--- src/rtl/vec_pkg.sv ---
package vec_pkg;

    // Frontend and issue widths
    parameter int ISSUE_LANE = 4;
    parameter int NUM_ISSUE  = 2;

    // Vector shape with LMUL fixed at 1
    parameter int VLEN      = 64;
    parameter int SEW       = 8;
    parameter int NUM_ELEM  = VLEN / SEW;
    parameter int NUM_VREG  = 32;
    parameter int REG_IDX_W = 5;
    parameter int XLEN      = 32;

    parameter int CQ_DEPTH = 8;

    typedef enum logic [2:0] {
        VMV_VX    = 3'd0,
        VADD_VV   = 3'd1,
        VADD_VX   = 3'd2,
        VSUB_VV   = 3'd3,
        VSADDU_VV = 3'd4,
        VAND_VV   = 3'd5
    } vec_op_e;

    // Command as offered by the scalar core
    typedef struct packed {
        vec_op_e              op;
        logic [REG_IDX_W-1:0] vd;
        logic [REG_IDX_W-1:0] vs1;
        logic [REG_IDX_W-1:0] vs2;
        logic [XLEN-1:0]      scalar;
    } vec_cmd_t;

    // Issued micro-op with operand vectors already read
    typedef struct packed {
        vec_op_e              op;
        logic [REG_IDX_W-1:0] vd;
        logic [VLEN-1:0]      src1;
        logic [VLEN-1:0]      src2;
        logic [SEW-1:0]       scalar;
    } vec_uop_t;

    // ALU result
    typedef struct packed {
        logic [REG_IDX_W-1:0] vd;
        logic [VLEN-1:0]      data;
        logic                 sat_op;
        logic                 sat;
    } vec_res_t;

    typedef struct packed {
        logic [REG_IDX_W-1:0] vd;
        logic [VLEN-1:0]      data;
    } vec_rt_t;

endpackage

--- src/rtl/vec_decode.sv ---
`timescale 1ns/100ps

module vec_decode #(
    parameter int CNT_W = 4
) (
    input  logic                                       clk,
    input  logic                                       rst_n,
    input  vec_pkg::vec_cmd_t [vec_pkg::NUM_ISSUE-1:0] cq_data,
    input  logic [CNT_W-1:0]                           cq_count,
    output logic [vec_pkg::NUM_ISSUE-1:0]              pop,
    output logic [3:0][vec_pkg::REG_IDX_W-1:0]         rd_idx,
    input  logic [3:0][vec_pkg::VLEN-1:0]              rd_data,
    output logic [vec_pkg::NUM_ISSUE-1:0]              issue_valid,
    output vec_pkg::vec_uop_t [vec_pkg::NUM_ISSUE-1:0] issue_uop
);

    logic [vec_pkg::NUM_ISSUE-1:0] use_vs1;
    logic [vec_pkg::NUM_ISSUE-1:0] use_vs2;
    logic [vec_pkg::NUM_ISSUE-1:0] blocked;
    logic                          pair_raw;
    logic [vec_pkg::NUM_VREG-1:0]  busy_dec;
    logic [vec_pkg::NUM_VREG-1:0]  busy_alu;
    logic [vec_pkg::NUM_VREG-1:0]  busy;
    logic [vec_pkg::NUM_VREG-1:0]  dest_mask;
    logic                          raw_in_flight;

    // Destinations held in this stage and in the ALU stage
    assign busy = busy_dec | busy_alu;

    always_comb begin
        for (int s = 0; s < vec_pkg::NUM_ISSUE; s++) begin
            use_vs1[s] = cq_data[s].op inside {vec_pkg::VADD_VV, vec_pkg::VSUB_VV,
                                               vec_pkg::VSADDU_VV, vec_pkg::VAND_VV};
            use_vs2[s] = cq_data[s].op != vec_pkg::VMV_VX;
            rd_idx[2*s]   = cq_data[s].vs1;
            rd_idx[2*s+1] = cq_data[s].vs2;
            blocked[s] = (use_vs1[s] && busy[cq_data[s].vs1]) ||
                         (use_vs2[s] && busy[cq_data[s].vs2]);
        end
    end

    // Slot 1 must not read what slot 0 writes
    assign pair_raw = (use_vs1[1] && cq_data[1].vs1 == cq_data[0].vd) ||
                      (use_vs2[1] && cq_data[1].vs2 == cq_data[0].vd);

    assign pop[0] = (cq_count != '0) && !blocked[0];
    assign pop[1] = pop[0] && (cq_count > CNT_W'(1)) && !blocked[1] && !pair_raw;

    always_comb begin
        dest_mask = '0;
        for (int s = 0; s < vec_pkg::NUM_ISSUE; s++) begin
            if (pop[s]) begin
                dest_mask[cq_data[s].vd] = 1'b1;
            end
        end
    end

    always_ff @(posedge clk or negedge rst_n) begin
        if (!rst_n) begin
            issue_valid <= '0;
            busy_dec    <= '0;
            busy_alu    <= '0;
        end else begin
            issue_valid <= pop;
            busy_dec    <= dest_mask;
            busy_alu    <= busy_dec;
        end
    end

    always_ff @(posedge clk) begin
        for (int s = 0; s < vec_pkg::NUM_ISSUE; s++) begin
            if (pop[s]) begin
                issue_uop[s].op     <= cq_data[s].op;
                issue_uop[s].vd     <= cq_data[s].vd;
                issue_uop[s].src1   <= rd_data[2*s];
                issue_uop[s].src2   <= rd_data[2*s+1];
                issue_uop[s].scalar <= cq_data[s].scalar[vec_pkg::SEW-1:0];
            end
        end
    end

    // Cross-check of the scoreboard against the issue register contents
    always_comb begin
        raw_in_flight = 1'b0;
        for (int s = 0; s < vec_pkg::NUM_ISSUE; s++) begin
            for (int j = 0; j < vec_pkg::NUM_ISSUE; j++) begin
                if (pop[s] && issue_valid[j] &&
                    ((use_vs1[s] && cq_data[s].vs1 == issue_uop[j].vd) ||
                     (use_vs2[s] && cq_data[s].vs2 == issue_uop[j].vd))) begin
                    raw_in_flight = 1'b1;
                end
            end
        end
    end

    a_no_raw_issue: assert property (@(posedge clk) disable iff (!rst_n) !raw_in_flight)
        else $error("vec_decode: issued a source still in flight");

endmodule

--- config.mk ---
export PLATFORM = sky130hd
export DESIGN_NAME = vec_decode
export DESIGN_NICKNAME = d
export VERILOG_FILES = /design/src/rtl/vec_pkg.sv /design/src/rtl/vec_decode.sv
export SDC_FILE = /design/constraint.sdc
export NUM_CORES = 1
export LEC_CHECK = 0
export BUFFER_PORTS_ARGS = -buffer_cell sky130_fd_sc_hd__buf_4
export CORE_AREA = 2 2 266 268
export CTS_BUF_LIST = sky130_fd_sc_hd__clkbuf_4 sky130_fd_sc_hd__clkbuf_8
export CTS_CLUSTER_DIAMETER = 50
export CTS_CLUSTER_SIZE = 10
export DETAILED_ROUTE_END_ITERATION = 10
export DIE_AREA = 0 0 268 270
export PLACE_DENSITY = 0.41
export RECOVER_POWER = 25
export SLEW_MARGIN = 20
export SYNTH_ARGS = -nofsm -noshare
export SYNTH_HDL_FRONTEND = slang
export SYNTH_SLANG_ARGS = --single-unit
--- constraint.sdc ---
create_clock -name clk -period 14.2 [get_ports clk]
set_input_delay 2.13 -clock clk [delete_from_list [all_inputs] [get_ports clk]]
set_output_delay 2.13 -clock clk [all_outputs]
set_load 0.01 [all_outputs]
; ---- After elaboration in Yosys (flattened, before gate mapping)
; Cells that the tools add are included.
[totals]
register_bits = 354
input_bits = 362
out_inout_bits = 312
elab_cells = 71
[classes]
order_cmp = 9
n_eq_ne = 10
mux = 14
bitwise_logic = 2
n_reduce_logical = 23
[op_table]
columns = op, n
row1 = 32-bit 2-to-1 mux, 2
row2 = 32-bit OR, 2
row3 = "5-bit by 6-bit < comparator with 1-bit output, second input constant", 6
row4 = 1-bit binary-select mux with 5-bit select, 4
row5 = "3-bit == test, second input constant", 4
row6 = 1-bit logical AND, 12
row7 = 4-bit nonzero test, 3
row8 = 1-bit demux with 5-bit select, 2
row9 = 5-bit == test, 2
row10 = "5-bit by 1-bit greater-or-equal comparator with 1-bit output, second input constant", 2
row11 = "3-bit by 1-bit == test with 1-bit output, second input constant", 2
row12 = "3-bit by 2-bit == test with 1-bit output, second input constant", 2
row13 = 1-bit 2-to-1 mux, 6
row14 = 3-bit nonzero test, 2
row15 = "4-bit by 1-bit > comparator with 1-bit output, second input constant", 1
row16 = 1-bit zero test, 3
row17 = 1-bit logical OR, 3

; ---- Logic depth before layout (Yosys ltp)
; Gate-level depths: netlist of run 1.
[logic_depth]
depth_word = 11
ltp_mapped = 9

; ---- Worst setup path after synthesis of run 1
; Ideal clock, no wire load.
[synth_path]
path_kind = input port to output port
startpoint = in cq_data[39] in the netlist's numbering
endpoint = out pop[1] in the netlist's numbering
t_arrival_ns = 9.820
required_time_ns = 12.070
slack_ns = 2.250
path_stages = 9
n_path_buf = 2
path_cell_list = buf_4 nor3_1 a21oi_1 a2111oi_0 and4b_1 nor3_4 nand2_4 buf_4 nor2_1
[synth_via]
elab_chain_cells = 9
[synth_lines]
columns = element, line_no
row1 = start: declaration, vec_decode.sv:8  ; input vec_pkg::vec_cmd_t [vec_pkg::NUM_ISSUE-1:0] cq_data,
row2 = 1-bit binary-select mux with 5-bit select, vec_decode.sv:37  ; blocked[s] = (use_vs1[s] && busy[cq_data[s].vs1]) ||
row3 = 1-bit 2-to-1 mux (implied by the code), vec_decode.sv:37
row4 = 1-bit logical AND, vec_decode.sv:37
row5 = 1-bit logical OR, vec_decode.sv:37
row6 = 1-bit zero test, vec_decode.sv:46  ; assign pop[0] = (cq_count != '0) && !blocked[0];
row7 = 1-bit logical AND, vec_decode.sv:46
row8 = 1-bit logical AND (3 in series), vec_decode.sv:47  ; assign pop[1] = pop[0] && (cq_count > CNT_W'(1)) && !blocked[1] && !pair_raw;
row9 = end: declaration, vec_decode.sv:10  ; output logic [vec_pkg::NUM_ISSUE-1:0] pop,
; Every way passes these cells. The select of a mux whose other input is x is not followed.

; ---- Worst setup path after layout of run 1
; Ends and elaborated chain as after synthesis.

==> impl_results.html, run 1 <==
<table>
<tr><th>Metric</th><th>Value</th></tr>
<tr><th colspan="2">Power and ir drop</th></tr>
<tr><td>Power density normalized to cell area</td><td>~140 nW/um2</td></tr>
<tr><td>Pleak</td><td>just under 8 nW</td></tr>
<tr><td>Int Power</td><td>between 1.5 and 2 mW</td></tr>
<tr><td>Net switching fraction of the power</td><td>0.2732</td></tr>
<tr><td>P_sw</td><td>724.2 uW</td></tr>
<tr><td>Share of total power in the clock network</td><td>0.330</td></tr>
<tr><td>IR Drop Worst-Case VDD</td><td>about 0.000065 V</td></tr>
<tr><td>Combinational share of power</td><td>0.176</td></tr>
<tr><td>Sequential cell fraction of total power</td><td>0.494</td></tr>
<tr><th colspan="2">Setup path</th></tr>
<tr><td>Worst Path Arrival</td><td>about 5.7 ns</td></tr>
<tr><td>Endpoint class of the critical path</td><td>primary output</td></tr>
<tr><td>Kind of critical path</td><td>input port to primary output</td></tr>
<tr><td>Type of origin of the critical path</td><td>input port</td></tr>
<tr><td>Critical register-to-register path startpoint</td><td>busy_dec[4]</td></tr>
<tr><td>Required arrival time at the worst endpoint</td><td>around 12 ns</td></tr>
<tr><td>Crit path from</td><td>cq_data[39]</td></tr>
<tr><td>Maximum net fanout on the critical path</td><td>48</td></tr>
<tr><th colspan="2">Routing</th></tr>
<tr><td>Number of DRC violations after detailed routing</td><td>0</td></tr>
<tr><td>Count of nets left with antenna violations after detail routing</td><td>0</td></tr>
<tr><td>Vias per cell</td><td>between 3 and 4</td></tr>
<tr><td>Total wirelength of the detailed-routed design</td><td>around 50000 um</td></tr>
<tr><td>DR vias</td><td>8885</td></tr>
<tr><td>Detail-routed net length per standard cell</td><td>~22 um</td></tr>
<tr><td>DRC violation total after the first TritonRoute iteration</td><td>around 500</td></tr>
<tr><td>DRT Pass-1 Iters</td><td>4</td></tr>
<tr><th colspan="2">Logic synthesis</th></tr>
<tr><td>Post-synthesis instance total</td><td>687</td></tr>
<tr><td>Synthesis Warnings</td><td>0</td></tr>
<tr><td>Cell variety after synth</td><td>55</td></tr>
<tr><td>Syn Nets</td><td>roughly 1000</td></tr>
<tr><td>Sequential element share of the synthesized area</td><td>0.8086</td></tr>
<tr><td>Number of synthesized register bits</td><td>around 350</td></tr>
<tr><td>Post-synthesis instance area</td><td>12740 um2</td></tr>
<tr><td>Main flop type after synthesis</td><td>sky130_fd_sc_hd__edfxtp_1</td></tr>
<tr><td>Avg Synthesized Cell Area</td><td>~19 um2</td></tr>
<tr><td>Number of enable flip-flop cells after synthesis</td><td>288</td></tr>
<tr><td>Post-synth ARST share</td><td>0.1864</td></tr>
<tr><th colspan="2">Placement</th></tr>
<tr><td>Total cell area at the placement stage</td><td>18370 um2</td></tr>
<tr><td>Half-perimeter wire length of the detailed placement result</td><td>40560 um</td></tr>
<tr><td>Cell total after placement</td><td>roughly 2200</td></tr>
<tr><td>Quantity of I/O buffers inserted on ports</td><td>around 630</td></tr>
<tr><td>Placer congestion estimate</td><td>roughly 0.80</td></tr>
<tr><td>Pre-CTS setup slack</td><td>6.377 ns</td></tr>
<tr><th colspan="2">Layout</th></tr>
<tr><td>Cell Count, Final, Fillers Out</td><td>2300</td></tr>
<tr><td>Share of the core filled with cells</td><td>0.2795</td></tr>
<tr><td>Layout Cell Area excl Fill</td><td>slightly below 20000 um2</td></tr>
<tr><td>Ratio of cells with drive above 1 in the final layout</td><td>0.5571</td></tr>
<tr><td>Synth-to-layout area growth</td><td>52.61%</td></tr>
<tr><td>Nets@finish</td><td>1687</td></tr>
<tr><th colspan="2">STA</th></tr>
<tr><td>Largest clock skew in the final design</td><td>about 0.052 ns</td></tr>
<tr><td>Transition time at the pin with the least slew margin</td><td>~1.0 ns</td></tr>
<tr><td>Worst max-slew margin expressed relative to the limit</td><td>0.3215</td></tr>
<tr><td>Final max-slew violation count</td><td>0</td></tr>
<tr><td>Post-route clock period utilization</td><td>0.5493</td></tr>
<tr><td>Slack of the critical path</td><td>approximately 6.4 ns</td></tr>
<tr><td>Final Setup Violations</td><td>0</td></tr>
<tr><td>Setup_tns</td><td>0 ns</td></tr>
<tr><td>Unrepaired setup endpoints after global routing</td><td>no</td></tr>
<tr><td>Final hold violations</td><td>0</td></tr>
<tr><td>Min Clock Period, post-route</td><td>about 7.8 ns</td></tr>
<tr><td>Max frequency</td><td>approximately 130 MHz</td></tr>
<tr><th colspan="2">CTS</th></tr>
<tr><td>Clock tree from TritonCTS</td><td>yes</td></tr>
<tr><td>Post-CTS Hold Buffers</td><td>0</td></tr>
<tr><td>Clock latency at the later pin of the worst-skew pair</td><td>approximately 0.65 ns</td></tr>
<tr><td>Clock Path Buffers</td><td>3</td></tr>
<tr><td>Post-CTS Repair Setup Buffers</td><td>0</td></tr>
<tr><td>CTS Root Buffer Type</td><td>sky130_fd_sc_hd__clkbuf_8</td></tr>
<tr><td>TritonCTS sink count</td><td>roughly 350</td></tr>
<tr><td>Number of buffers created by CTS</td><td>53</td></tr>
<tr><td>Number of gates given a new drive strength after cts</td><td>0</td></tr>
<tr><td>Maximum level of the CTS H-tree</td><td>2</td></tr>
<tr><td>Register clock-pin slew on the reported worst setup and hold paths</td><td>around 0.070 ns</td></tr>
<tr><th colspan="2">Floorplanning</th></tr>
<tr><td>Site row count</td><td>97</td></tr>
<tr><td>Die outline area</td><td>between 70000 and 80000 um2</td></tr>
<tr><td>Vertical die dimension</td><td>approximately 270 um</td></tr>
<tr><td>Floorplan die width</td><td>268 um</td></tr>
<tr><td>Initial core utilization</td><td>0.1832</td></tr>
<tr><td>I/O pin cnt</td><td>~670</td></tr>
<tr><td>Core Area</td><td>approximately 70000 um2</td></tr>
<tr><th colspan="2">GRT</th></tr>
<tr><td>Global route overflow</td><td>0</td></tr>
<tr><td>Pin count of the biggest net entering global routing</td><td>80</td></tr>
<tr><td>Via count of the first global-routing pass</td><td>9008</td></tr>
<tr><td>Initial antenna violation count</td><td>19</td></tr>
<tr><td>Aggregate global-route resource usage</td><td>0.1353</td></tr>
<tr><td>Wire length of the first global-routing pass</td><td>around 69000 um</td></tr>
<tr><th colspan="2">Flow run</th></tr>
<tr><td>Max-capacitance violation count</td><td>0</td></tr>
<tr><th colspan="2">Worst hold path</th></tr>
<tr><td>Hold wc startpoint</td><td>busy_dec[16]</td></tr>
<tr><td>Worst min-delay path category</td><td>register to register</td></tr>
<tr><th colspan="2">Run status</th></tr>
<tr><td>Run status</td><td>completed</td></tr>
</table>
## final timing paths
kind / cells past startpoint / endpoint / slack, ns
worst max-delay path: 10 / pop[1] / 6.40
worst min-delay path: 0 / busy_alu[16] / 0.35
worst max register to register: 10 / issue_uop[285] / 8.85
worst min register to register: 0 / busy_alu[16] / 0.35
max in group asynchronous: 1 / busy_alu[19] / 12.01
min in group asynchronous: 1 / busy_dec[18] / 1.62
## power by group through the flow
stage	logic (mW)	clock network, mW	registers [mW]
after CTS	0.485	0.921	1.31
final	0.467	0.875	1.31
after global placement	0.484	0	1.33
after global routing	0.502	0.960	1.32
after detailed placement	0.484	0	1.33
after floorplan	0.107	0	1.41
## worst max-delay path: stages
cell and delay [ns]:
sky130_fd_sc_hd__buf_4 0.17, sky130_fd_sc_hd__nor3_1 0.19, sky130_fd_sc_hd__a21oi_1 0.07, sky130_fd_sc_hd__a2111oi_0 0.56
sky130_fd_sc_hd__and4b_1 0.29, sky130_fd_sc_hd__nor3_4 0.79, sky130_fd_sc_hd__nand2_4 0.42, sky130_fd_sc_hd__nor2_4 0.19
sky130_fd_sc_hd__buf_4 0.52, sky130_fd_sc_hd__buf_4 0.24
## stage by stage
| stage | hold slack, ns | total power [mW] |
|---|---|---|
| finish | 0.3468 | 2.651 |
| global route | 0.3761 | 2.784 |
| CTS | 0.3440 | 2.717 |
| detailed placement | 0.3702 | 1.817 |
| global placement | 0.3614 | 1.814 |
| floorplan | 0.3546 | 1.516 |
## layout make-up
cell class | instances | area [um2]
antenna | 3 | 7.507
clock buffer | 64 | 824.5
clock inverter | 23 | 237.7
fill | 7183 | 50100
inverter | 10 | 42.54
multi-input combinational | 275 | 2113
sequential | 354 | 10300
tap | 940 | 1176
timing repair buffer | 631 | 4737
## placed cells by master (no fill, tap or decap), drive strengths merged, types with 2 or more instances in the layout
cell / instances
buf: 408
edfxtp: 288
clkbuf: 287
dfrtp: 66
nor2: 39
nand4: 35
mux4: 27
nand3: 25
o21ai: 23
inv: 21
nand2: 16
nor3: 12
o22ai: 11
nor3b: 9
clkinv: 8
a21oi: 6
xnor2: 6
and3b: 6
a211oi: 6
nor2b: 4
nand3b: 4
xor2: 4
or3b: 4
a311oi: 4
diode: 3
and2: 3
nand2b: 3
or3: 3
and3: 3
bufinv: 3
a22oi: 2
a2111oi: 2
nor4: 2
mux2i: 2
## synthesized netlist by cell type (10+ instances only)
cell / instances / share of area
sky130_fd_sc_hd__buf_2: 10 / 0.0039
sky130_fd_sc_hd__buf_4: 23 / 0.014
sky130_fd_sc_hd__clkbuf_1: 10 / 0.0029
sky130_fd_sc_hd__dfrtp_1: 66 / 0.13
sky130_fd_sc_hd__edfxtp_1: 288 / 0.68
sky130_fd_sc_hd__mux4_2: 27 / 0.048
sky130_fd_sc_hd__nand2_1: 15 / 0.0044
sky130_fd_sc_hd__nand3_1: 25 / 0.0098
sky130_fd_sc_hd__nand4_1: 35 / 0.017
sky130_fd_sc_hd__nor2_1: 39 / 0.011
sky130_fd_sc_hd__nor3_1: 11 / 0.0043
sky130_fd_sc_hd__o21ai_1: 18 / 0.0071
sky130_fd_sc_hd__o22ai_1: 11 / 0.0054
## cell families after synthesis
logic type,count (synthesis),share of synthesized area
XOR/XNOR,10,0.006876
flip-flops,354,0.8086
AO/OA/AOI/OAI,62,0.03222
buffers and inverters,58,0.02603
multiplexers,30,0.05020
AND/OR/NAND/NOR,173,0.07603
## metal layers
layer	share of wire	global-route usage
met4	0.034	0.04999
met1	0.37	0.1501
met3	0.11	0.05899
met5	0.0027	0
met2	0.49	0.2282
## registers in the layout, indices dropped and copies added, names as in the netlist
signal	cells
busy_alu	32
issue_uop	288
busy_dec	32
issue_valid	2
Note: power is estimated with default switching activity, not from simulation.
==> run 2: changes to the inputs <==
--- a/config.mk
+++ b/config.mk
@@ -6,13 +6,13 @@
 export NUM_CORES = 1
 export LEC_CHECK = 0
 export BUFFER_PORTS_ARGS = -buffer_cell sky130_fd_sc_hd__buf_4
-export CORE_AREA = 2 2 266 268
+export CORE_AREA = 2 2 259 261
 export CTS_BUF_LIST = sky130_fd_sc_hd__clkbuf_4 sky130_fd_sc_hd__clkbuf_8
 export CTS_CLUSTER_DIAMETER = 50
 export CTS_CLUSTER_SIZE = 10
 export DETAILED_ROUTE_END_ITERATION = 10
-export DIE_AREA = 0 0 268 270
-export PLACE_DENSITY = 0.41
+export DIE_AREA = 0 0 261 263
+export PLACE_DENSITY = 0.44
 export RECOVER_POWER = 25
 export SLEW_MARGIN = 20
 export SYNTH_ARGS = -nofsm -noshare
==> constraint.sdc (replaced) <==
create_clock -name clk -period 6.5 [get_ports clk]
set_input_delay 0.975 -clock clk [delete_from_list [all_inputs] [get_ports clk]]
set_output_delay 0.975 -clock clk [all_outputs]
set_load 0.01 [all_outputs]
==> run 2 against run 1 <==
  * Via count decreased by 1.2%
  * Critical path depth down 2
  * Sequential power rose by 120%
  * Clock skew is 0.017 ns lower
  * Wire length is 5.6% lower
  * Highest routed layer unchanged
  * Die area fell by 5.1%
  * Non-clock buffer count shrank 1
  * Largest power group unchanged
  * Worst setup slack worse by 4.6 ns
==> impl_results.html, run 2 (same netlist as run 1, synthesis figures left out) <==
<table>
<tr><th>Metric</th><th>Value</th></tr>
<tr><th colspan="2">Floorplanning</th></tr>
<tr><td>Core Area</td><td>65630 um2 (-5.6%)</td></tr>
<tr><td>I/O pin cnt</td><td>674 (unchanged)</td></tr>
<tr><td>Die outline area</td><td>68640 um2 (-5.1%)</td></tr>
<tr><td>Site row count</td><td>94 (-3.1%)</td></tr>
<tr><td>Vertical die dimension</td><td>263 um (-2.6%)</td></tr>
<tr><td>Floorplan die width</td><td>261 um (-2.6%)</td></tr>
<tr><td>Initial core utilization</td><td>0.1941 (+0.01093)</td></tr>
<tr><th colspan="2">STA</th></tr>
<tr><td>Final hold violations</td><td>0 (unchanged)</td></tr>
<tr><td>Worst max-slew margin expressed relative to the limit</td><td>0.3044 (-0.01707)</td></tr>
<tr><td>Min Clock Period, post-route</td><td>4.713 ns</td></tr>
<tr><td>Final max-slew violation count</td><td>0 (unchanged)</td></tr>
<tr><td>Transition time at the pin with the least slew margin</td><td>1.043 ns (+0.02560 ns)</td></tr>
<tr><td>Largest clock skew in the final design</td><td>0.03562 ns (-0.01651 ns)</td></tr>
<tr><td>Unrepaired setup endpoints after global routing</td><td>no</td></tr>
<tr><td>Max frequency</td><td>~210 MHz</td></tr>
<tr><td>Hold slack final</td><td>0.3737 ns (+0.02691 ns)</td></tr>
<tr><td>Post-route clock period utilization</td><td>0.7250</td></tr>
<tr><td>Final Setup Violations</td><td>0 (unchanged)</td></tr>
<tr><td>Setup_tns</td><td>0 ns (unchanged)</td></tr>
<tr><th colspan="2">Routing</th></tr>
<tr><td>DR vias</td><td>8776 (-1.2%)</td></tr>
<tr><td>Vias per cell</td><td>3.959 (+2.5%)</td></tr>
<tr><td>DRC violation total after the first TritonRoute iteration</td><td>610 (+22%)</td></tr>
<tr><td>DRT Pass-1 Iters</td><td>7 (+3)</td></tr>
<tr><td>Count of nets left with antenna violations after detail routing</td><td>0 (unchanged)</td></tr>
<tr><td>Number of DRC violations after detailed routing</td><td>0 (unchanged)</td></tr>
<tr><td>Detail-routed net length per standard cell</td><td>21.61 um (-2.1%)</td></tr>
<tr><td>Total wirelength of the detailed-routed design</td><td>47920 um (-5.6%)</td></tr>
<tr><th colspan="2">GRT</th></tr>
<tr><td>Pin count of the biggest net entering global routing</td><td>146 (+83%)</td></tr>
<tr><td>Via count of the first global-routing pass</td><td>9160 (+1.7%)</td></tr>
<tr><td>Aggregate global-route resource usage</td><td>0.1340 (-0.001287)</td></tr>
<tr><td>Initial antenna violation count</td><td>15 (-4)</td></tr>
<tr><td>Global route overflow</td><td>0 (unchanged)</td></tr>
<tr><td>Wire length of the first global-routing pass</td><td>66050 um (-4.9%)</td></tr>
<tr><th colspan="2">Setup path</th></tr>
<tr><td>Maximum net fanout on the critical path</td><td>34 (-29%)</td></tr>
<tr><td>Endpoint class of the critical path</td><td>primary output</td></tr>
<tr><td>Type of origin of the critical path</td><td>register</td></tr>
<tr><td>Kind of critical path</td><td>register to primary output</td></tr>
<tr><td>Required arrival time at the worst endpoint</td><td>5.52 ns (-6.55 ns)</td></tr>
<tr><td>Worst Path Arrival</td><td>3.74 ns (-1.93 ns)</td></tr>
<tr><th colspan="2">CTS</th></tr>
<tr><td>Maximum level of the CTS H-tree</td><td>2 (unchanged)</td></tr>
<tr><td>Clock Path Buffers</td><td>3 (unchanged)</td></tr>
<tr><td>Clock latency at the later pin of the worst-skew pair</td><td>0.64 ns (about the same)</td></tr>
<tr><td>Register clock-pin slew on the reported worst setup and hold paths</td><td>0.07 ns (about the same)</td></tr>
<tr><td>TritonCTS sink count</td><td>354 (unchanged)</td></tr>
<tr><td>Number of gates given a new drive strength after cts</td><td>0 (unchanged)</td></tr>
<tr><td>Post-CTS Repair Setup Buffers</td><td>0 (unchanged)</td></tr>
<tr><td>Post-CTS Hold Buffers</td><td>0 (unchanged)</td></tr>
<tr><td>Number of buffers created by CTS</td><td>50 (-5.7%)</td></tr>
<tr><td>Clock tree from TritonCTS</td><td>yes</td></tr>
<tr><td>CTS Root Buffer Type</td><td>sky130_fd_sc_hd__clkbuf_8</td></tr>
<tr><th colspan="2">Power and ir drop</th></tr>
<tr><td>Sequential cell fraction of total power</td><td>0.510 (+0.016)</td></tr>
<tr><td>Share of total power in the clock network</td><td>0.312 (-0.018)</td></tr>
<tr><td>Int Power</td><td>4.103 mW (+110%)</td></tr>
<tr><td>Pleak</td><td>7.784 nW (-0.94%)</td></tr>
<tr><td>Combinational share of power</td><td>0.178 (+0.002)</td></tr>
<tr><td>P_sw</td><td>1.509 mW (+110%)</td></tr>
<tr><td>Net switching fraction of the power</td><td>0.2689 (-0.004224)</td></tr>
<tr><td>Power density normalized to cell area</td><td>291.8 nW/um2 (+110%)</td></tr>
<tr><td>IR Drop Worst-Case VDD</td><td>0.0001650 V (+150%)</td></tr>
<tr><th colspan="2">Layout</th></tr>
<tr><td>Max reg flops</td><td>288 (unchanged)</td></tr>
<tr><td>Area of the multi-input gates</td><td>2113 um2 (unchanged)</td></tr>
<tr><td>Cell Count, Final, Fillers Out</td><td>2217 (-3.6%)</td></tr>
<tr><td>Top reg by flops</td><td>issue_uop</td></tr>
<tr><td>Layout Cell Area excl Fill</td><td>19230 um2 (-1.0%)</td></tr>
<tr><td>Registers with the most flip-flops</td><td>issue_uop: 288 flops, busy_alu: 32 flops, busy_dec: 32 flops</td></tr>
<tr><td>Sequential cell area</td><td>10300 um2 (unchanged)</td></tr>
<tr><td>Most frequent cells in the layout</td><td>405 x sky130_fd_sc_hd__buf_4, 288 x sky130_fd_sc_hd__edfxtp_1, 231 x sky130_fd_sc_hd__clkbuf_4, 66 x sky130_fd_sc_hd__dfrtp_1, 51 x sky130_fd_sc_hd__clkbuf_8</td></tr>
<tr><td>Ratio of cells with drive above 1 in the final layout</td><td>0.5515 (-0.005592)</td></tr>
<tr><td>Filler instances</td><td>6643 (-7.5%)</td></tr>
<tr><td>Synth-to-layout area growth</td><td>51.01%</td></tr>
<tr><td>Most common library cell in the layout ignoring fill and taps</td><td>sky130_fd_sc_hd__buf_4</td></tr>
<tr><td>Nets@finish</td><td>1683 (-0.24%)</td></tr>
<tr><td>Share of the core filled with cells</td><td>0.2931 (+0.01357)</td></tr>
<tr><th colspan="2">Run status</th></tr>
<tr><td>Run status</td><td>completed</td></tr>
<tr><th colspan="2">Placement</th></tr>
<tr><td>Cell total after placement</td><td>2133 (-3.5%)</td></tr>
<tr><td>Total cell area at the placement stage</td><td>18280 um2 (-0.49%)</td></tr>
<tr><td>Placer congestion estimate</td><td>0.8286 (+3.3%)</td></tr>
<tr><td>Quantity of I/O buffers inserted on ports</td><td>625 (unchanged)</td></tr>
<tr><td>Half-perimeter wire length of the detailed placement result</td><td>37670 um (-7.1%)</td></tr>
<tr><th colspan="2">Flow run</th></tr>
<tr><td>Max-capacitance violation count</td><td>0 (unchanged)</td></tr>
<tr><th colspan="2">Worst hold path</th></tr>
<tr><td>Worst min-delay path category</td><td>register to register</td></tr>
</table>
run 2: path summary, 6_finish.rpt:
| path | start | end | slack [ns] | depth (start not counted) |
|---|---|---|---|---|
| setup reg to reg | busy_dec[13] | issue_uop[32] | 2.36 | 8 |
| hold reg to reg | busy_dec[18] | busy_alu[18] | 0.37 | 0 |
| max in group asynchronous | rst_n | busy_alu[0] | 5.47 | 1 |
| setup / recovery | busy_dec[13] | pop[1] | 1.79 | 8 |
| hold / removal | busy_dec[18] | busy_alu[18] | 0.37 | 0 |
| min in group asynchronous | rst_n | busy_dec[23] | 0.45 | 1 |
run 2: layer usage:
metal	global-route usage	part of all wire	vias to the layer above	wire length, um
li1	-	-	3942	-
met1	0.1525	0.37	4309	17780
met5	0	0.0011	-	55
met4	0.03885	0.025	6	1181
met3	0.04468	0.095	81	4543
met2	0.2368	0.51	438	24360
run 2: worst max-delay path: stages, from the launching register on:
cell,delay (ns)
sky130_fd_sc_hd__dfrtp_1,0.38
sky130_fd_sc_hd__nor2_1,0.39
sky130_fd_sc_hd__mux4_2,0.34
sky130_fd_sc_hd__a22oi_1,0.08
sky130_fd_sc_hd__and4b_1,0.25
sky130_fd_sc_hd__nor3_4,0.82
sky130_fd_sc_hd__nand2_4,0.42
sky130_fd_sc_hd__nor2_4,0.25
sky130_fd_sc_hd__buf_4,0.16
run 2: metrics by stage:
step | setup slack, ns | total power [mW]
floorplan | 0.1195 | 3.286
global placement | 1.733 | 3.941
detailed placement | 1.703 | 3.945
CTS | 1.752 | 5.746
global route | 1.436 | 5.888
finish | 1.787 | 5.612
run 2: power by group through the flow:
stage          sequential (mW)  combinational, mW  clock [mW]
4_1_cts                   2.86               1.04        1.85
6_report                  2.86              0.999        1.75
3_3_place_gp              2.91               1.04           0
2_1_floorplan             3.05              0.236           0
5_1_grt                   2.89               1.08        1.93
3_5_place_dp              2.91               1.04           0
run 2: layout make-up:
class,instances,area share
clock inverter,21,0.009757
clock buffer,59,0.03961
sequential,354,0.5355
inverter,10,0.002212
tap,864,0.05620
antenna,4,0.0005204
timing repair buffer,630,0.2463
multi-input combinational,275,0.1099
==> run 3: changes to the inputs <==
==> constraint.sdc (replaced) <==
create_clock -name clk -period 4.3 [get_ports clk]
set_input_delay 0.645 -clock clk [delete_from_list [all_inputs] [get_ports clk]]
set_output_delay 0.645 -clock clk [all_outputs]
set_load 0.01 [all_outputs]
==> run 3 against run 2 <==
  * Global-route usage increased by 0.58 points
  * Cell count increased by 0.81%
  * Power increased by 62%
  * Cell area increased by 1.6%
  * Combinational power increased by 56%
  * Clock power increased by 83%
  * First-iteration DRC count increased by 5.4%
  * Flip-flop and latch count unchanged
  * Hold slack got worse by 0.27 ns
  * Worst setup slack got worse by 1.5 ns
  * Die area unchanged
  * Critical path type unchanged
==> impl_results.html, run 3 (same netlist as run 1, synthesis figures left out) <==
<table>
<tr><th>Metric</th><th>Value</th></tr>
<tr><th colspan="2">CTS</th></tr>
<tr><td>Register clock-pin slew on the reported worst setup and hold paths</td><td>0.07 ns (about the same)</td></tr>
<tr><td>Clock latency at the later pin of the worst-skew pair</td><td>0.68 ns (+0.04 ns)</td></tr>
<tr><td>Clock tree from TritonCTS</td><td>yes</td></tr>
<tr><td>Maximum level of the CTS H-tree</td><td>2 (unchanged)</td></tr>
<tr><td>TritonCTS sink count</td><td>354 (unchanged)</td></tr>
<tr><td>Number of buffers created by CTS</td><td>54 (+8.0%)</td></tr>
<tr><td>CTS Root Buffer Type</td><td>sky130_fd_sc_hd__clkbuf_8</td></tr>
<tr><td>Post-CTS Hold Buffers</td><td>0 (unchanged)</td></tr>
<tr><td>Clock Path Buffers</td><td>3 (unchanged)</td></tr>
<tr><th colspan="2">Routing</th></tr>
<tr><td>Count of nets left with antenna violations after detail routing</td><td>0 (unchanged)</td></tr>
<tr><td>DRC violation total after the first TritonRoute iteration</td><td>643 (+5.4%)</td></tr>
<tr><td>Total wirelength of the detailed-routed design</td><td>49690 um (+3.7%)</td></tr>
<tr><td>Number of DRC violations after detailed routing</td><td>0 (unchanged)</td></tr>
<tr><td>Vias per cell</td><td>4.031 (+1.8%)</td></tr>
<tr><td>Detail-routed net length per standard cell</td><td>22.23 um (+2.9%)</td></tr>
<tr><td>DRT Pass-1 Iters</td><td>5 (-2)</td></tr>
<tr><td>DR vias</td><td>9010 (+2.7%)</td></tr>
<tr><th colspan="2">Layout</th></tr>
<tr><td>Most frequent cells in the layout</td><td>374 x sky130_fd_sc_hd__buf_4, 288 x sky130_fd_sc_hd__edfxtp_1, 251 x sky130_fd_sc_hd__clkbuf_4, 66 x sky130_fd_sc_hd__dfrtp_1, 58 x sky130_fd_sc_hd__clkbuf_8</td></tr>
<tr><td>Nets@finish</td><td>1691 (+0.48%)</td></tr>
<tr><td>Max reg flops</td><td>288 (unchanged)</td></tr>
<tr><td>Most common library cell in the layout ignoring fill and taps</td><td>sky130_fd_sc_hd__buf_4</td></tr>
<tr><td>Share of the core filled with cells</td><td>0.2978 (+0.004728)</td></tr>
<tr><td>Layout Cell Area excl Fill</td><td>19550 um2 (+1.6%)</td></tr>
<tr><td>Registers with the most flip-flops</td><td>issue_uop: 288 flops, busy_alu: 32 flops, busy_dec: 32 flops</td></tr>
<tr><td>Ratio of cells with drive above 1 in the final layout</td><td>0.5521 (+0.0006096)</td></tr>
<tr><td>Top reg by flops</td><td>issue_uop</td></tr>
<tr><td>Synth-to-layout area growth</td><td>53.45%</td></tr>
<tr><td>Cell Count, Final, Fillers Out</td><td>2235 (+0.81%)</td></tr>
<tr><th colspan="2">Setup path</th></tr>
<tr><td>Maximum net fanout on the critical path</td><td>34 (unchanged)</td></tr>
<tr><td>Crit path cell chain</td><td>nor2_1 -&gt; mux4_2 -&gt; or3b_1 -&gt; a311oi_2 -&gt; nor3_4 -&gt; nand2_4 -&gt; clkinvlp_4 -&gt; buf_4</td></tr>
<tr><td>Worst Path Arrival</td><td>3.34 ns (-0.40 ns)</td></tr>
<tr><td>Crit path largest cell delay</td><td>0.51 ns (-0.31 ns)</td></tr>
<tr><td>Reg-to-reg critical path endpoint</td><td>issue_uop[104]</td></tr>
<tr><td>Minimum setup slack among reg-to-reg paths</td><td>0.86 ns (-1.50 ns)</td></tr>
<tr><td>Required arrival time at the worst endpoint</td><td>3.65 ns (-1.87 ns)</td></tr>
<tr><td>CP top delay family</td><td>simple AND/OR/NAND/NOR gates</td></tr>
<tr><td>WP buf/inv</td><td>2 (+1)</td></tr>
<tr><td>Depth of the worst register-to-register path</td><td>8 (unchanged)</td></tr>
<tr><td>Critical register-to-register path startpoint</td><td>busy_alu[4]</td></tr>
<tr><td>Kind of critical path</td><td>register to primary output</td></tr>
<tr><td>Endpoint class of the critical path</td><td>primary output</td></tr>
<tr><td>Type of origin of the critical path</td><td>register</td></tr>
<tr><td>Highest-delay cell along the critical path</td><td>sky130_fd_sc_hd__a311oi_2</td></tr>
<tr><th colspan="2">STA</th></tr>
<tr><td>Max frequency</td><td>between 200 and 300 MHz</td></tr>
<tr><td>Slack of the critical path</td><td>0.3129 ns (-1.474 ns)</td></tr>
<tr><td>Final max-slew violation count</td><td>0 (unchanged)</td></tr>
<tr><td>Hold slack final</td><td>0.1073 ns (-0.2664 ns)</td></tr>
<tr><td>Post-route clock period utilization</td><td>0.9272</td></tr>
<tr><td>Final hold violations</td><td>0 (unchanged)</td></tr>
<tr><td>Final Setup Violations</td><td>0 (unchanged)</td></tr>
<tr><td>Transition time at the pin with the least slew margin</td><td>0.9596 ns (-0.08374 ns)</td></tr>
<tr><td>Setup_tns</td><td>0 ns (unchanged)</td></tr>
<tr><td>Unrepaired setup endpoints after global routing</td><td>no</td></tr>
<tr><td>Worst max-slew margin expressed relative to the limit</td><td>0.3544 (+0.04993)</td></tr>
<tr><td>Largest clock skew in the final design</td><td>0.05737 ns (+0.02175 ns)</td></tr>
<tr><td>Min Clock Period, post-route</td><td>3.987 ns</td></tr>
<tr><th colspan="2">Floorplanning</th></tr>
<tr><td>I/O pin cnt</td><td>674 (unchanged)</td></tr>
<tr><td>Die outline area</td><td>68640 um2 (unchanged)</td></tr>
<tr><td>Floorplan die width</td><td>261 um (unchanged)</td></tr>
<tr><td>Vertical die dimension</td><td>263 um (unchanged)</td></tr>
<tr><td>Core Area</td><td>65630 um2 (unchanged)</td></tr>
<tr><td>Site row count</td><td>94 (unchanged)</td></tr>
<tr><td>Initial core utilization</td><td>0.1941 (unchanged)</td></tr>
<tr><th colspan="2">Power and ir drop</th></tr>
<tr><td>Post-layout power</td><td>9.080 mW (+62%)</td></tr>
<tr><td>Power density normalized to cell area</td><td>464.6 nW/um2 (+59%)</td></tr>
<tr><td>Share of total power in the clock network</td><td>0.353 (+0.041)</td></tr>
<tr><td>Pleak</td><td>7.899 nW (+1.5%)</td></tr>
<tr><td>Combinational share of power</td><td>0.172 (-0.006)</td></tr>
<tr><td>Int Power</td><td>6.658 mW (+62%)</td></tr>
<tr><td>IR Drop Worst-Case VDD</td><td>0.0002350 V (+42%)</td></tr>
<tr><td>Sequential cell fraction of total power</td><td>0.476 (-0.034)</td></tr>
<tr><td>Net switching fraction of the power</td><td>0.2668 (-0.002163)</td></tr>
<tr><td>P_sw</td><td>2.422 mW (+60%)</td></tr>
<tr><th colspan="2">Placement</th></tr>
<tr><td>Total cell area at the placement stage</td><td>18340 um2 (+0.34%)</td></tr>
<tr><td>Cell total after placement</td><td>2135 (+0.094%)</td></tr>
<tr><td>Pre-CTS setup slack</td><td>-0.06812 ns (-1.771 ns)</td></tr>
<tr><td>Half-perimeter wire length of the detailed placement result</td><td>39020 um (+3.6%)</td></tr>
<tr><td>Placer congestion estimate</td><td>0.8493 (+2.5%)</td></tr>
<tr><td>Quantity of I/O buffers inserted on ports</td><td>625 (unchanged)</td></tr>
<tr><th colspan="2">GRT</th></tr>
<tr><td>Aggregate global-route resource usage</td><td>0.1398 (+0.005774)</td></tr>
<tr><td>Initial antenna violation count</td><td>24 (+9)</td></tr>
<tr><td>Global route overflow</td><td>0 (unchanged)</td></tr>
<tr><td>Via count of the first global-routing pass</td><td>9275 (+1.3%)</td></tr>
<tr><td>Pin count of the biggest net entering global routing</td><td>146 (unchanged)</td></tr>
<tr><td>Wire length of the first global-routing pass</td><td>68570 um (+3.8%)</td></tr>
<tr><th colspan="2">Run status</th></tr>
<tr><td>Run status</td><td>completed</td></tr>
<tr><th colspan="2">Worst hold path</th></tr>
<tr><td>Worst min-delay path category</td><td>input port to asynchronous set/reset pin</td></tr>
<tr><th colspan="2">Flow run</th></tr>
<tr><td>Max-capacitance violation count</td><td>0 (unchanged)</td></tr>
</table>
==> run 3: cell type report <==
type / count / area (um2)
Fill cell: 6684 / 46080
Inverter: 10 / 43.79
Timing Repair Buffer: 633 / 4765
Antenna cell: 9 / 22.52
Multi-Input combinational cell: 276 / 2131
Clock inverter: 25 / 359.1
Clock buffer: 64 / 843.3
Sequential cell: 354 / 10300
Tap cell: 864 / 1081
==> run 3: layer usage <==
metal | vias to the layer above | track usage | share of wire
li1 | 3985 | - | -
met1 | 4438 | 0.1536 | 0.35
met2 | 473 | 0.2438 | 0.51
met3 | 102 | 0.05353 | 0.11
met4 | 12 | 0.05006 | 0.023
met5 | - | 0 | 0.0015
==> run 3: power by group through the flow <==
stage | logic [mW] | clock network, mW | registers, mW
floorplan | 0.362 | 0 | 4.60
detailed placement | 1.61 | 0 | 4.40
global route | 1.67 | 3.48 | 4.36
CTS | 1.61 | 3.35 | 4.33
finish | 1.56 | 3.20 | 4.32
global placement | 1.60 | 0 | 4.39
==> run 3: worst max path at each step <==
stage | start | to | slack (ns) | cells past startpoint
finish | busy_alu[4] | pop[0] | 0.31 | 8
global route | busy_alu[6] | pop[0] | 0.14 | 8
CTS | busy_alu[4] | pop[0] | 0.23 | 8
detailed placement | cq_data[39] | issue_uop[64] | -0.07 | 9
global placement | cq_data[32] | issue_uop[104] | -0.01 | 9
floorplan | cq_data[32] | pop[1] | -0.61 | 9
==> run 3: what timing repair did <==
| item | CTS | global route |
|---|---|---|
| setup endpoints to repair | 2 | 0 |
| setup buffers | 1 | 0 |
| resized for setup | 0 | 0 |
